--- src/include/core_settings.svh ---
`ifndef CORE_SETTINGS_SVH
`define CORE_SETTINGS_SVH

// Integer data path width
`define XLEN 32

// Architectural register count, x0 included
`define NUM_REGS 32

// Multiplier iterations per product
`define MUL_STEPS 4

`endif

--- src/hw/riscv_isa_pkg.sv ---
package riscv_isa_pkg;

  // Major opcodes handled by the execute subsystem
  typedef enum logic [6:0] {
    OP_R      = 7'b0110011,
    OP_IMM    = 7'b0010011,
    OP_BRANCH = 7'b1100011,
    OP_JAL    = 7'b1101111
  } opcode_t;

  // R-type function codes
  typedef enum logic [6:0] {
    F7_ADD = 7'b0000000,
    F7_SUB = 7'b0100000,
    F7_MUL = 7'b0000001
  } funct7_t;

  // Branch conditions in funct3
  localparam logic [2:0] BR_EQ = 3'b000;
  localparam logic [2:0] BR_NE = 3'b001;

  // R-type layout
  typedef struct packed {
    funct7_t    funct7;
    logic [4:0] rs2;
    logic [4:0] rs1;
    logic [2:0] funct3;
    logic [4:0] rd;
    opcode_t    opcode;
  } r_inst_t;

  // I-type layout, same word seen with a 12-bit immediate
  typedef struct packed {
    logic [11:0] imm;
    logic [4:0]  rs1;
    logic [2:0]  funct3;
    logic [4:0]  rd;
    opcode_t     opcode;
  } i_inst_t;

endpackage

--- src/hw/exec_pkg.sv ---
`include "core_settings.svh"

package exec_pkg;

  // Class from the main decoder
  typedef enum logic [1:0] {
    CLS_IMM_STORE = 2'b00,
    CLS_BRANCH    = 2'b01,
    CLS_RTYPE     = 2'b10,
    CLS_JUMP      = 2'b11
  } alu_class_t;

  // Operation from the ALU control block
  typedef enum logic [1:0] {
    ALU_ADD = 2'b00,
    ALU_SUB = 2'b01,
    ALU_MUL = 2'b10
  } alu_op_t;

  // Micro-op handed to the ALU stage or the multiplier
  typedef struct packed {
    alu_op_t          alu_op;
    logic [4:0]       rd;
    logic             we;
    logic             is_branch;
    // Branch taken on not-equal when set
    logic             br_ne;
    logic             is_jump;
    logic [`XLEN-1:0] src_a;
    logic [`XLEN-1:0] src_b;
  } issue_t;

endpackage

--- src/hw/wb_if.sv ---
`include "core_settings.svh"

interface wb_if;

  // Write request from one producer
  logic             req;
  logic [4:0]       rd;
  logic [`XLEN-1:0] data;

  // Accepted on the edge that ends a cycle with grant high
  logic             grant;

  // Producer holds req, rd and data until granted
  modport producer (output req, output rd, output data, input grant);

  modport arbiter (input req, input rd, input data, output grant);

endinterface

--- src/hw/alu_control.sv ---
module alu_control
  import riscv_isa_pkg::*, exec_pkg::*;
(
  input  alu_class_t cu_alu_op,
  input  funct7_t    funct7,
  output alu_op_t    alu_op,
  output logic       is_mul,
  output logic       set_nop
);

  always_comb
  begin
    // Defaults cover every path
    alu_op  = ALU_ADD;
    is_mul  = 1'b0;
    set_nop = 1'b0;

    case (cu_alu_op)
      // Immediate arithmetic adds
      CLS_IMM_STORE: alu_op = ALU_ADD;

      // Compare by subtraction
      CLS_BRANCH: alu_op = ALU_SUB;

      CLS_RTYPE:
      begin
        case (funct7)
          F7_ADD: alu_op = ALU_ADD;
          F7_SUB: alu_op = ALU_SUB;
          F7_MUL:
          begin
            alu_op = ALU_MUL;
            is_mul = 1'b1;
          end
          // Unlisted funct7 runs as add
          default: alu_op = ALU_ADD;
        endcase
      end

      // Jump kills the following instruction
      CLS_JUMP:
      begin
        alu_op  = ALU_ADD;
        set_nop = 1'b1;
      end

      default: alu_op = ALU_ADD;
    endcase
  end

endmodule

--- src/hw/issue_unit.sv ---
`include "core_settings.svh"

module issue_unit
  import riscv_isa_pkg::*, exec_pkg::*;
(
  input  logic             clk,
  input  logic             rst,
  input  logic             inst_valid,
  input  r_inst_t          inst,
  input  logic [`XLEN-1:0] rs1_data,
  input  logic [`XLEN-1:0] rs2_data,
  input  logic             mul_busy,
  input  logic [4:0]       mul_rd,
  input  logic             alu_hold,
  output logic [4:0]       rs1_addr,
  output logic [4:0]       rs2_addr,
  output logic             stall,
  output logic             alu_start,
  output logic             mul_start,
  output issue_t           op
);

  alu_class_t       cls;
  alu_op_t          alu_op;
  i_inst_t          inst_i;
  logic [`XLEN-1:0] imm;
  logic             known;
  logic             uses_rs1;
  logic             uses_rs2;
  logic             use_imm;
  logic             writes_rd;
  logic             rd_we;
  logic             is_mul;
  logic             set_nop;
  logic             hazard;
  logic             accept;
  logic             active;
  logic             squash;

  // Same word viewed as I-type for the immediate
  assign inst_i = inst;
  assign imm    = {{(`XLEN - 12){inst_i.imm[11]}}, inst_i.imm};

  // Main decoder
  always_comb
  begin
    cls       = CLS_IMM_STORE;
    known     = 1'b0;
    uses_rs1  = 1'b0;
    uses_rs2  = 1'b0;
    use_imm   = 1'b0;
    writes_rd = 1'b0;
    case (inst.opcode)
      OP_R:
      begin
        cls       = CLS_RTYPE;
        known     = 1'b1;
        uses_rs1  = 1'b1;
        uses_rs2  = 1'b1;
        writes_rd = 1'b1;
      end
      OP_IMM:
      begin
        cls       = CLS_IMM_STORE;
        known     = 1'b1;
        uses_rs1  = 1'b1;
        use_imm   = 1'b1;
        writes_rd = 1'b1;
      end
      OP_BRANCH:
      begin
        cls      = CLS_BRANCH;
        // Only beq and bne are executed
        known    = (inst.funct3 == BR_EQ) || (inst.funct3 == BR_NE);
        uses_rs1 = 1'b1;
        uses_rs2 = 1'b1;
      end
      OP_JAL:
      begin
        cls   = CLS_JUMP;
        known = 1'b1;
      end
      default: known = 1'b0;
    endcase
  end

  alu_control alu_control_inst (
    .cu_alu_op (cls),
    .funct7    (inst.funct7),
    .alu_op    (alu_op),
    .is_mul    (is_mul),
    .set_nop   (set_nop)
  );

  // x0 is never a write target
  assign rd_we = writes_rd && (inst.rd != 5'd0);

  // Pending multiply blocks a second mul and any RAW or WAW on its rd
  assign hazard = mul_busy && (is_mul
                  || (uses_rs1 && inst.rs1 == mul_rd)
                  || (uses_rs2 && inst.rs2 == mul_rd)
                  || (rd_we && inst.rd == mul_rd));

  assign stall  = inst_valid && (alu_hold || hazard);
  assign accept = inst_valid && !stall;
  assign active = accept && known && !squash;

  // Mul to x0 has no effect and is dropped here
  assign alu_start = active && !is_mul;
  assign mul_start = active && is_mul && rd_we;

  assign rs1_addr = inst.rs1;
  assign rs2_addr = inst.rs2;

  always_comb
  begin
    op.alu_op    = alu_op;
    op.rd        = inst.rd;
    op.we        = rd_we;
    op.is_branch = (cls == CLS_BRANCH);
    op.br_ne     = (inst.funct3 == BR_NE);
    op.is_jump   = (cls == CLS_JUMP);
    op.src_a     = rs1_data;
    op.src_b     = use_imm ? imm : rs2_data;
  end

  // Squash set by a jump, consumed by the next accepted word
  always_ff @(posedge clk)
  begin
    if (rst)
      squash <= 1'b0;
    else if (accept)
      squash <= !squash && set_nop;
  end

endmodule

--- src/hw/register_file.sv ---
`include "core_settings.svh"

module register_file (
  input  logic             clk,
  input  logic             rst,
  input  logic [4:0]       rs1_addr,
  input  logic [4:0]       rs2_addr,
  output logic [`XLEN-1:0] rs1_data,
  output logic [`XLEN-1:0] rs2_data,
  input  logic             we,
  input  logic [4:0]       waddr,
  input  logic [`XLEN-1:0] wdata
);

  logic [`XLEN-1:0] regs [`NUM_REGS];

  // Whole file cleared on reset
  always_ff @(posedge clk)
  begin
    if (rst)
    begin
      for (int i = 0; i < `NUM_REGS; i++)
        regs[i] <= '0;
    end
    else if (we && waddr != 5'd0)
      regs[waddr] <= wdata;
  end

  // x0 reads zero
  // Same-cycle write is forwarded so results chain back to back
  assign rs1_data = (rs1_addr == 5'd0) ? '0
                  : (we && waddr == rs1_addr) ? wdata
                  : regs[rs1_addr];

  assign rs2_data = (rs2_addr == 5'd0) ? '0
                  : (we && waddr == rs2_addr) ? wdata
                  : regs[rs2_addr];

endmodule

--- src/hw/alu_stage.sv ---
`include "core_settings.svh"

module alu_stage
  import exec_pkg::*;
(
  input  logic       clk,
  input  logic       rst,
  input  logic       alu_start,
  input  issue_t     op,
  wb_if.producer     wb,
  output logic       branch_taken,
  output logic       redirect,
  output logic       alu_hold
);

  logic [`XLEN-1:0] result;
  logic             zero;

  // Add or subtract, mul never arrives here
  always_comb
  begin
    case (op.alu_op)
      ALU_SUB: result = op.src_a - op.src_b;
      default: result = op.src_a + op.src_b;
    endcase
  end

  // Equality test on the difference
  assign zero = (result == '0);

  // Request flag
  always_ff @(posedge clk)
  begin
    if (rst)
      wb.req <= 1'b0;
    else if (alu_start && op.we)
      wb.req <= 1'b1;
    else if (wb.grant)
      wb.req <= 1'b0;
  end

  // Payload, loaded only with a new request
  always_ff @(posedge clk)
  begin
    if (alu_start && op.we)
    begin
      wb.rd   <= op.rd;
      wb.data <= result;
    end
  end

  // One-cycle control pulses
  always_ff @(posedge clk)
  begin
    if (rst)
    begin
      branch_taken <= 1'b0;
      redirect     <= 1'b0;
    end
    else
    begin
      branch_taken <= alu_start && op.is_branch && (zero != op.br_ne);
      redirect     <= alu_start && op.is_jump;
    end
  end

  // Waiting on the write port, issue must stop
  assign alu_hold = wb.req && !wb.grant;

  a_no_overrun: assert property (@(posedge clk) disable iff (rst)
    alu_start |-> !alu_hold);

  a_hold_stable: assert property (@(posedge clk) disable iff (rst)
    alu_hold |=> wb.req && $stable(wb.rd) && $stable(wb.data));

endmodule

--- src/hw/iter_multiplier.sv ---
`include "core_settings.svh"

module iter_multiplier
  import exec_pkg::*;
(
  input  logic       clk,
  input  logic       rst,
  input  logic       mul_start,
  input  issue_t     op,
  wb_if.producer     wb,
  output logic       mul_busy,
  output logic [4:0] mul_rd
);

  // Multiplier bits retired per cycle
  localparam int STEP_W = `XLEN / `MUL_STEPS;
  localparam int CNT_W  = $clog2(`MUL_STEPS);

  logic [`XLEN-1:0] mcand;
  logic [`XLEN-1:0] mplier;
  logic [`XLEN-1:0] acc;
  logic [CNT_W-1:0] step;
  logic             busy;

  // Control, first slice is done on the start edge
  always_ff @(posedge clk)
  begin
    if (rst)
    begin
      busy   <= 1'b0;
      wb.req <= 1'b0;
      step   <= '0;
    end
    else if (mul_start)
    begin
      busy <= 1'b1;
      step <= CNT_W'(1);
    end
    else if (wb.grant)
    begin
      busy   <= 1'b0;
      wb.req <= 1'b0;
    end
    else if (busy && !wb.req)
    begin
      step <= step + 1'b1;
      // Last slice lands with the request
      if (step == CNT_W'(`MUL_STEPS - 1))
        wb.req <= 1'b1;
    end
  end

  // Shift-and-add datapath, only the low XLEN bits are kept
  always_ff @(posedge clk)
  begin
    if (mul_start)
    begin
      acc    <= op.src_a * op.src_b[STEP_W-1:0];
      mcand  <= op.src_a << STEP_W;
      mplier <= op.src_b >> STEP_W;
      wb.rd  <= op.rd;
    end
    else if (busy && !wb.req)
    begin
      acc    <= acc + mcand * mplier[STEP_W-1:0];
      mcand  <= mcand << STEP_W;
      mplier <= mplier >> STEP_W;
    end
  end

  assign wb.data  = acc;
  assign mul_busy = busy;
  assign mul_rd   = wb.rd;

  a_start_idle: assert property (@(posedge clk) disable iff (rst)
    mul_start |-> !busy);

  // Multiplier has top priority on the write port
  a_mul_granted: assert property (@(posedge clk) disable iff (rst)
    wb.req |-> wb.grant);

endmodule

--- src/hw/wb_arbiter.sv ---
`include "core_settings.svh"

module wb_arbiter (
  input  logic             clk,
  input  logic             rst,
  wb_if.arbiter            alu_wb,
  wb_if.arbiter            mul_wb,
  output logic             we,
  output logic [4:0]       waddr,
  output logic [`XLEN-1:0] wdata,
  output logic             wb_valid,
  output logic [4:0]       wb_rd,
  output logic [`XLEN-1:0] wb_data
);

  // Fixed priority, multiplier first
  assign mul_wb.grant = mul_wb.req;
  assign alu_wb.grant = alu_wb.req && !mul_wb.req;

  // Winner drives the register write port
  assign we    = mul_wb.grant || alu_wb.grant;
  assign waddr = mul_wb.grant ? mul_wb.rd : alu_wb.rd;
  assign wdata = mul_wb.grant ? mul_wb.data : alu_wb.data;

  // Reported write-back mirrors the port
  assign wb_valid = we;
  assign wb_rd    = waddr;
  assign wb_data  = wdata;

  // Producers never ask for x0
  a_no_x0: assert property (@(posedge clk) disable iff (rst)
    we |-> waddr != 5'd0);

  // Mul requests are never back to back, so the ALU slips one cycle at most
  a_alu_slip: assert property (@(posedge clk) disable iff (rst)
    alu_wb.req && !alu_wb.grant |=> alu_wb.grant);

endmodule

--- src/hw/exec_core.sv ---
`include "core_settings.svh"

module exec_core
  import exec_pkg::*;
(
  input  logic             clk,
  input  logic             rst,
  input  logic             inst_valid,
  input  logic [31:0]      inst,
  output logic             stall,
  output logic             wb_valid,
  output logic [4:0]       wb_rd,
  output logic [`XLEN-1:0] wb_data,
  output logic             branch_taken,
  output logic             redirect
);

  logic [4:0]       rs1_addr;
  logic [4:0]       rs2_addr;
  logic [`XLEN-1:0] rs1_data;
  logic [`XLEN-1:0] rs2_data;
  logic             alu_start;
  logic             mul_start;
  logic             mul_busy;
  logic [4:0]       mul_rd;
  logic             alu_hold;
  issue_t           op;
  logic             rf_we;
  logic [4:0]       rf_waddr;
  logic [`XLEN-1:0] rf_wdata;

  // Write-back paths of the two producers
  wb_if alu_wb ();
  wb_if mul_wb ();

  issue_unit issue_unit_inst (
    .clk        (clk),
    .rst        (rst),
    .inst_valid (inst_valid),
    .inst       (inst),
    .rs1_data   (rs1_data),
    .rs2_data   (rs2_data),
    .mul_busy   (mul_busy),
    .mul_rd     (mul_rd),
    .alu_hold   (alu_hold),
    .rs1_addr   (rs1_addr),
    .rs2_addr   (rs2_addr),
    .stall      (stall),
    .alu_start  (alu_start),
    .mul_start  (mul_start),
    .op         (op)
  );

  register_file register_file_inst (
    .clk      (clk),
    .rst      (rst),
    .rs1_addr (rs1_addr),
    .rs2_addr (rs2_addr),
    .rs1_data (rs1_data),
    .rs2_data (rs2_data),
    .we       (rf_we),
    .waddr    (rf_waddr),
    .wdata    (rf_wdata)
  );

  alu_stage alu_stage_inst (
    .clk          (clk),
    .rst          (rst),
    .alu_start    (alu_start),
    .op           (op),
    .wb           (alu_wb.producer),
    .branch_taken (branch_taken),
    .redirect     (redirect),
    .alu_hold     (alu_hold)
  );

  iter_multiplier iter_multiplier_inst (
    .clk       (clk),
    .rst       (rst),
    .mul_start (mul_start),
    .op        (op),
    .wb        (mul_wb.producer),
    .mul_busy  (mul_busy),
    .mul_rd    (mul_rd)
  );

  wb_arbiter wb_arbiter_inst (
    .clk      (clk),
    .rst      (rst),
    .alu_wb   (alu_wb.arbiter),
    .mul_wb   (mul_wb.arbiter),
    .we       (rf_we),
    .waddr    (rf_waddr),
    .wdata    (rf_wdata),
    .wb_valid (wb_valid),
    .wb_rd    (wb_rd),
    .wb_data  (wb_data)
  );

endmodule

--- config.mk ---
export PLATFORM = sky130hd
export DESIGN_NAME = exec_core
export DESIGN_NICKNAME = d
export VERILOG_FILES = /design/src/hw/riscv_isa_pkg.sv /design/src/hw/exec_pkg.sv /design/src/hw/wb_if.sv /design/src/hw/alu_control.sv /design/src/hw/issue_unit.sv /design/src/hw/register_file.sv /design/src/hw/alu_stage.sv /design/src/hw/iter_multiplier.sv /design/src/hw/wb_arbiter.sv /design/src/hw/exec_core.sv
export VERILOG_INCLUDE_DIRS = /design/src /design/src/include
export SDC_FILE = /design/constraint.sdc
export NUM_CORES = 2
export LEC_CHECK = 0
export BUFFER_PORTS_ARGS = -buffer_cell sky130_fd_sc_hd__buf_2
export CORE_MARGIN = 4
export CORE_UTILIZATION = 25
export CTS_CLUSTER_DIAMETER = 30
export DETAILED_ROUTE_END_ITERATION = 12
export GPL_TIMING_DRIVEN = 0
export SLEW_MARGIN = 20
export SYNTH_ARGS = -nofsm -noshare
export SYNTH_HDL_FRONTEND = slang
export SYNTH_HIERARCHICAL = 1
export SYNTH_SLANG_ARGS = --single-unit
--- constraint.sdc ---
create_clock -name clk -period 9.01 [get_ports clk]
set_input_delay 0.4505 -clock clk [delete_from_list [all_inputs] [get_ports clk]]
set_output_delay 0.4505 -clock clk [all_outputs]
set_load 0.05 [all_outputs]
# Yosys cells after proc, flatten, opt, wreduce, memory -nomap -nowiden
# Memory sizes are Yosys's and may differ from the RTL's.
# Cells that the tools add are included.
dict set report totals {
  regBits 130
  mem_bits_rw 1024
  in_bits 35
  out_inout_bits 41
  mem_count 1
}
dict set report classes {
  add_sub_neg 4
  n_mul 2
  eq_ne 19
  n_mux 43
  bitwise 1
  reduce_logical 53
}
# name words word_bits read_ports rd_ports_with_merged_regs write_ports line_no
set memory_table {}
lappend memory_table {register_file_inst.regs 32 32 2 0 32 register_file.sv:15} ;# logic [`XLEN-1:0] regs [`NUM_REGS];
# op n
set ops {}
lappend ops {{$mux 32} 12}
lappend ops {{$add 32x32->32} 2}
lappend ops {{$mux 24} 2}
lappend ops {{$logic_not 32->1} 1}
lappend ops {{$mul 32x8->32} 1}
lappend ops {{$reduce_or 32->1} 1}
lappend ops {{$sub 32x32->32} 1}
lappend ops {{$eq 5x5->1} 5}
lappend ops {{$mul 24x8->24} 1}
lappend ops {{$logic_and 1x1->1} 23}
lappend ops {{$mux 1} 23}
lappend ops {{$eq 7x6->1 const B} 2}
lappend ops {{$eq 7x7->1 const B} 2}
lappend ops {{$pmux 2 s3} 2}
lappend ops {{$logic_not 5->1} 2}
lappend ops {{$mux 5} 2}
lappend ops {{$reduce_bool 5->1} 2}
lappend ops {{$reduce_or 2->1} 4}
lappend ops {{$eq 7x1->1 const B} 1}
lappend ops {{$eq 7x5->1 const B} 1}
lappend ops {{$eq 2x2->1 const B} 3}
lappend ops {{$logic_or 1x1->1} 6}
lappend ops {{$reduce_bool 2->1} 3}
lappend ops {{$reduce_or 3->1} 2}
lappend ops {{12 further kinds} 18}

# Depth between registers and ports, before layout
dict set report depth {
  word_depth 18
  depth_mapped 32
}

# Modules after synthesis
# Netlist, hierarchy kept.
# module instances cells_each area_per_inst_um2
set modules_own_cells {}
lappend modules_own_cells {register_file 1 3740 54722.5}
lappend modules_own_cells {iter_multiplier 1 1619 15533.6}
lappend modules_own_cells {alu_stage 1 468 4066.4}
lappend modules_own_cells {issue_unit 1 146 1166.1}
lappend modules_own_cells {wb_arbiter 1 82 789.5}
lappend modules_own_cells {alu_control 1 9 76.3}

# Least setup slack after synthesis
# OpenSTA, ideal clock, no wires.
dict set report synth_timing {
  kind {input port to flip-flop}
  start {input port inst[20]}
  end {register iter_multiplier_inst.acc[30] (netlist: iter_multiplier_inst/wb.data[30]) (data pin)}
  setup_time_ns 0.268
  t_arrival_ns 7.113
  path_slack_ns 1.629
  path_stages 30
  path_cell_list {buf_4 buf_2 buf_4 buf_4 buf_2 mux2i_1 o22ai_1 a2111oi_0 a21oi_1 a22o_1 mux2_4 clkbuf_1 clkbuf_1 and2_1 fa_1 inv_1 fa_1 fa_1 fa_1 inv_1 ha_1 o21ai_0 nor4_1 a211oi_1 a22o_1 o31ai_1 o21ai_0 a21boi_0 mux2i_1 o211ai_2}
}
# item line_no
set synth_rtl {}
lappend synth_rtl {{start, declared} exec_core.sv:9} ;# input logic [31:0] inst,
lappend synth_rtl {{end signal, assigned} iter_multiplier.sv:58} ;# acc <= op.src_a * op.src_b[STEP_W-1:0];
lappend synth_rtl {{end signal, assigned} iter_multiplier.sv:65} ;# acc <= acc + mcand * mplier[STEP_W-1:0];
lappend synth_rtl {{end, declared} iter_multiplier.sv:21} ;# logic [`XLEN-1:0] acc;

==> summary.txt <==
Status - finished, violations left
Violated checks - setup timing
CTS tree - done
Number of I/O pins - 76
Post-Route WL - 336000 um
Vias - 58400
Min-Delay Endpoint - alu_stage_inst/branch_taken$_SDFF_PP0_
Clk sink count - 1154
Synth Flop Type - edfxtp_1
Clock Tree Root - clkbuf_16
DRT Pass-1 Iters - 6
Top cells by area, synth - edfxtp_1, mux4_2, and2_1, fa_1, mux2i_1
Max stage delay cell, worst path - clkbuf_1
Hold Crit Class - primary input to flip-flop
Worst Setup Path Type - primary input to flip-flop
CP Depth - 28
First-pass GRT wire length - 457000 um
TritonCTS buffer count - 284
Internal power - 0.0146 W
Die height - 561 um
DP HPWL - 246000 um
CP Max Fanout - 10
Most frequent cells in the layout - and2_1, edfxtp_1, mux4_2, clkbuf_1, clkbuf_16
Sequential Power Share - 29.9%
Clock share of power - 49.2%
Drt initial violations - 8277
Detail Route Antenna Nets - 0
Clk_skew - 84.9 ps
Clock Path Buffers - 4
Post-Syn Area per Cell - 12.6 um2
Delay-heaviest family, CP - compound AO/OA/AOI/OAI gates
Remaining DRCs - 0
Share of layout cells above drive strength 1 - 21.0%
Die width - 561 um
Leading area contributor after synthesis - edfxtp_1
Final TNS setup - -129 ps
Hold Vio Cnt, Final - 0
Min-Delay Path Depth - 5
Overall routing resource usage - 20.6%
Fin worst setup slack - -72.8 ps
Pin count of the biggest net entering global routing - 51
Critical path's most frequent cell - fa_1
Fmax - 0.110 GHz
R2r worst-path depth - 28
Pwr Density - 224 nW/um2
Synth top area share - 45.1%
RR Startpoint - iter_multiplier_inst/wb.req$_SDFFE_PP0P_
IO Port Bufs - 75
Final period util - 101%
Clk Latency, worst-skew pair - 930 ps
Crit end category - flip-flop
Mean routed wirelength per cell - 31.2 um
HP Start - inst[13]
Worst hold margin - 44.4 ps
Core Region - 304000 um2
Post-Synthesis Cells - 6064
Total die area - 314000 um2
Crit path time final - 9080 ps
Startpoint types - primary input
Leakage - 34.4 nW
Required time worst endpoint - 9610 ps
Vias/cell - 5.42
Nets - 6903
Ys async rst share - 0%
VDD IR max - 0.203 mV
Synth Cell Area - 76400 um2
FILL cells - 30500
Sequential share of the synthesized area - 45.3%
Yosys reg bits - 1154
Rows - 202
Delay of the slowest critical-path stage - 980 ps
Final Slew Violations - 0
Relative slew margins - 10.2%
Gpl congestion - 1.07
Yosys cell types - 98
Sw Share - 29.2%
Area Overhead vs Synth - 20.7%
R2R Path End - iter_multiplier_inst/wb.data[30]$_DFFE_PN_
Initial Util - 25.2%
CP bufs+invs - 8
NetSw - 0.00603 W
Worst Tran Pin Value - 1340 ps
H-tree lvl count - 5
Commonest non-fill, non-tap cell in the layout - and2_1
Total number of yosys warnings - 6
Initial antenna violation count - 22
Post-synth EDFFs - 1146
Vias in the first global route - 57400
Max_cap viols - 0
Flop2flop setup slack - 200 ps
Fin util - 30.4%
Worst-path clk slew - 40 ps
Final setup violation count - 3
GR Overflow Total - 0
Combinational group share of total power - 20.9%
CP arrival - 9680 ps
through the flow:
step | cell area (um2) | power [W] | setup slack (ps) | cells
after floorplan | 76500 | 0.00900 | 1630 | 6095
after global placement | 82000 | 0.0104 | -2490 | 10300
after detailed placement | 82500 | 0.0104 | -2060 | 10300
after CTS | 92100 | 0.0206 | 2.26 | 10800
after global routing | 92100 | 0.0213 | -14.3 | 10800
final | 92200 | 0.0207 | -72.8 | 10800
worst max-delay path by stage:
stage,from,end,slack (ps)
after CTS,iter_multiplier_inst/wb.req$_SDFFE_PP0P_,iter_multiplier_inst/wb.data[30]$_DFFE_PN_,2
after floorplan,inst[20],iter_multiplier_inst/wb.data[30]$_DFFE_PN_,1630
after global placement,inst[23],iter_multiplier_inst/wb.data[31]$_DFFE_PN_,-2490
final,inst[24],iter_multiplier_inst/wb.data[30]$_DFFE_PN_,-70
after detailed placement,inst[22],iter_multiplier_inst/wb.data[31]$_DFFE_PN_,-2060
after global routing,iter_multiplier_inst/wb.req$_SDFFE_PP0P_,iter_multiplier_inst/wb.data[30]$_DFFE_PN_,-10
layer usage:
layer	GRT usage [%]	vias up	routed length, um
li1	-	23100	-
met1	25.0	29900	121000
met2	30.6	4407	144000
met3	7.75	1024	45800
met4	13.1	6	25200
met5	0	-	42
final cells by class:
cell class / instances / area [um2] / share of cell area, %
inverters: 257 / 965 / 1.05
clock inverters: 174 / 1990 / 2.15
plain buffers: 592 / 2930 / 3.18
clock buffers: 315 / 7390 / 8.02
flip-flops and latches: 1154 / 34600 / 37.5
diodes: 17 / 42.5 / 0.0462
repair buffers: 106 / 838 / 0.910
well taps: 4080 / 5100 / 5.54
multi-input cells: 4077 / 38300 / 41.6
cell families after synthesis:
| logic type | after synthesis | synth area share (%) |
|---|---|---|
| AOI/OAI and AO/OA | 847 | 7.99 |
| other | 1 | 0.00491 |
| muxes | 765 | 16.6 |
| and+or+nand+nor | 1877 | 14.1 |
| DFF | 1154 | 45.3 |
| adders and majority gates | 396 | 9.10 |
| buffers and inverters | 864 | 5.03 |
| xor gates and xnor gates | 160 | 1.85 |
worst min-delay path: cells and delay by family:
kind                   cells  cell delay (ps)
buffers and inverters      2              180
AOI/OAI and AO/OA          2              160
and+or+nand+nor            1              100
cells in the mapped netlist (16+ instances only):
cell type,number
and2_1,1232
edfxtp_1,1146
mux4_2,388
clkbuf_1,377
mux2i_1,289
nand2_1,287
fa_1,266
inv_1,257
a21oi_1,187
a22oi_1,133
ha_1,130
buf_4,116
nor2_1,114
xnor2_1,103
buf_2,79
o21ai_0,78
mux2_2,69
a22o_1,58
xor2_1,56
o22ai_1,46
a21o_1,45
o221ai_1,43
or2_2,41
nand3_1,33
nor3_1,33
buf_1,26
a2111oi_0,25
a211oi_1,25
o211ai_1,23
nor2b_1,22
o21a_1,19
o221a_2,18
a221o_1,17
mux2_4,17
nand2b_1,17
a31oi_1,16
and3_1,16
sequential cells by signal, summed over array words and instances, names as in the netlist:
| name | cells |
|---|---|
| register_file_inst/regs | 1024 |
| alu_stage_inst/wb.data | 32 |
| iter_multiplier_inst/wb.data | 32 |
| iter_multiplier_inst/mcand | 24 |
| iter_multiplier_inst/mplier | 24 |
| alu_stage_inst/wb.rd | 5 |
| iter_multiplier_inst/mul_rd | 5 |
| iter_multiplier_inst/step | 2 |
| alu_stage_inst/branch_taken | 1 |
| alu_stage_inst/redirect | 1 |
| alu_stage_inst/wb.req | 1 |
| issue_unit_inst/squash | 1 |
| iter_multiplier_inst/mul_busy | 1 |
| iter_multiplier_inst/wb.req | 1 |
power groups by stage:
stage	combinational [W]	sequential, W	clock (W)
finish	0.00432	0.00618	0.0102
floorplan	0.00276	0.00623	0
global placement	0.00409	0.00626	0
detailed placement	0.00414	0.00627	0
global route	0.00462	0.00619	0.0105
CTS	0.00418	0.00618	0.0102
timing repair:
| item | 4_1_cts | 5_1_grt |
|---|---|---|
| endpoints found under the hold margin | 11 | 0 |
| gates resized for setup | 35 | 49 |
| pin swaps | 0 | 1 |
| endpoints found under the setup margin | 18 | 9 |
| setup buffers | 3 | 0 |
| hold buffers | 6 | 0 |
No activity file was read; power rests on OpenSTA's default activity.
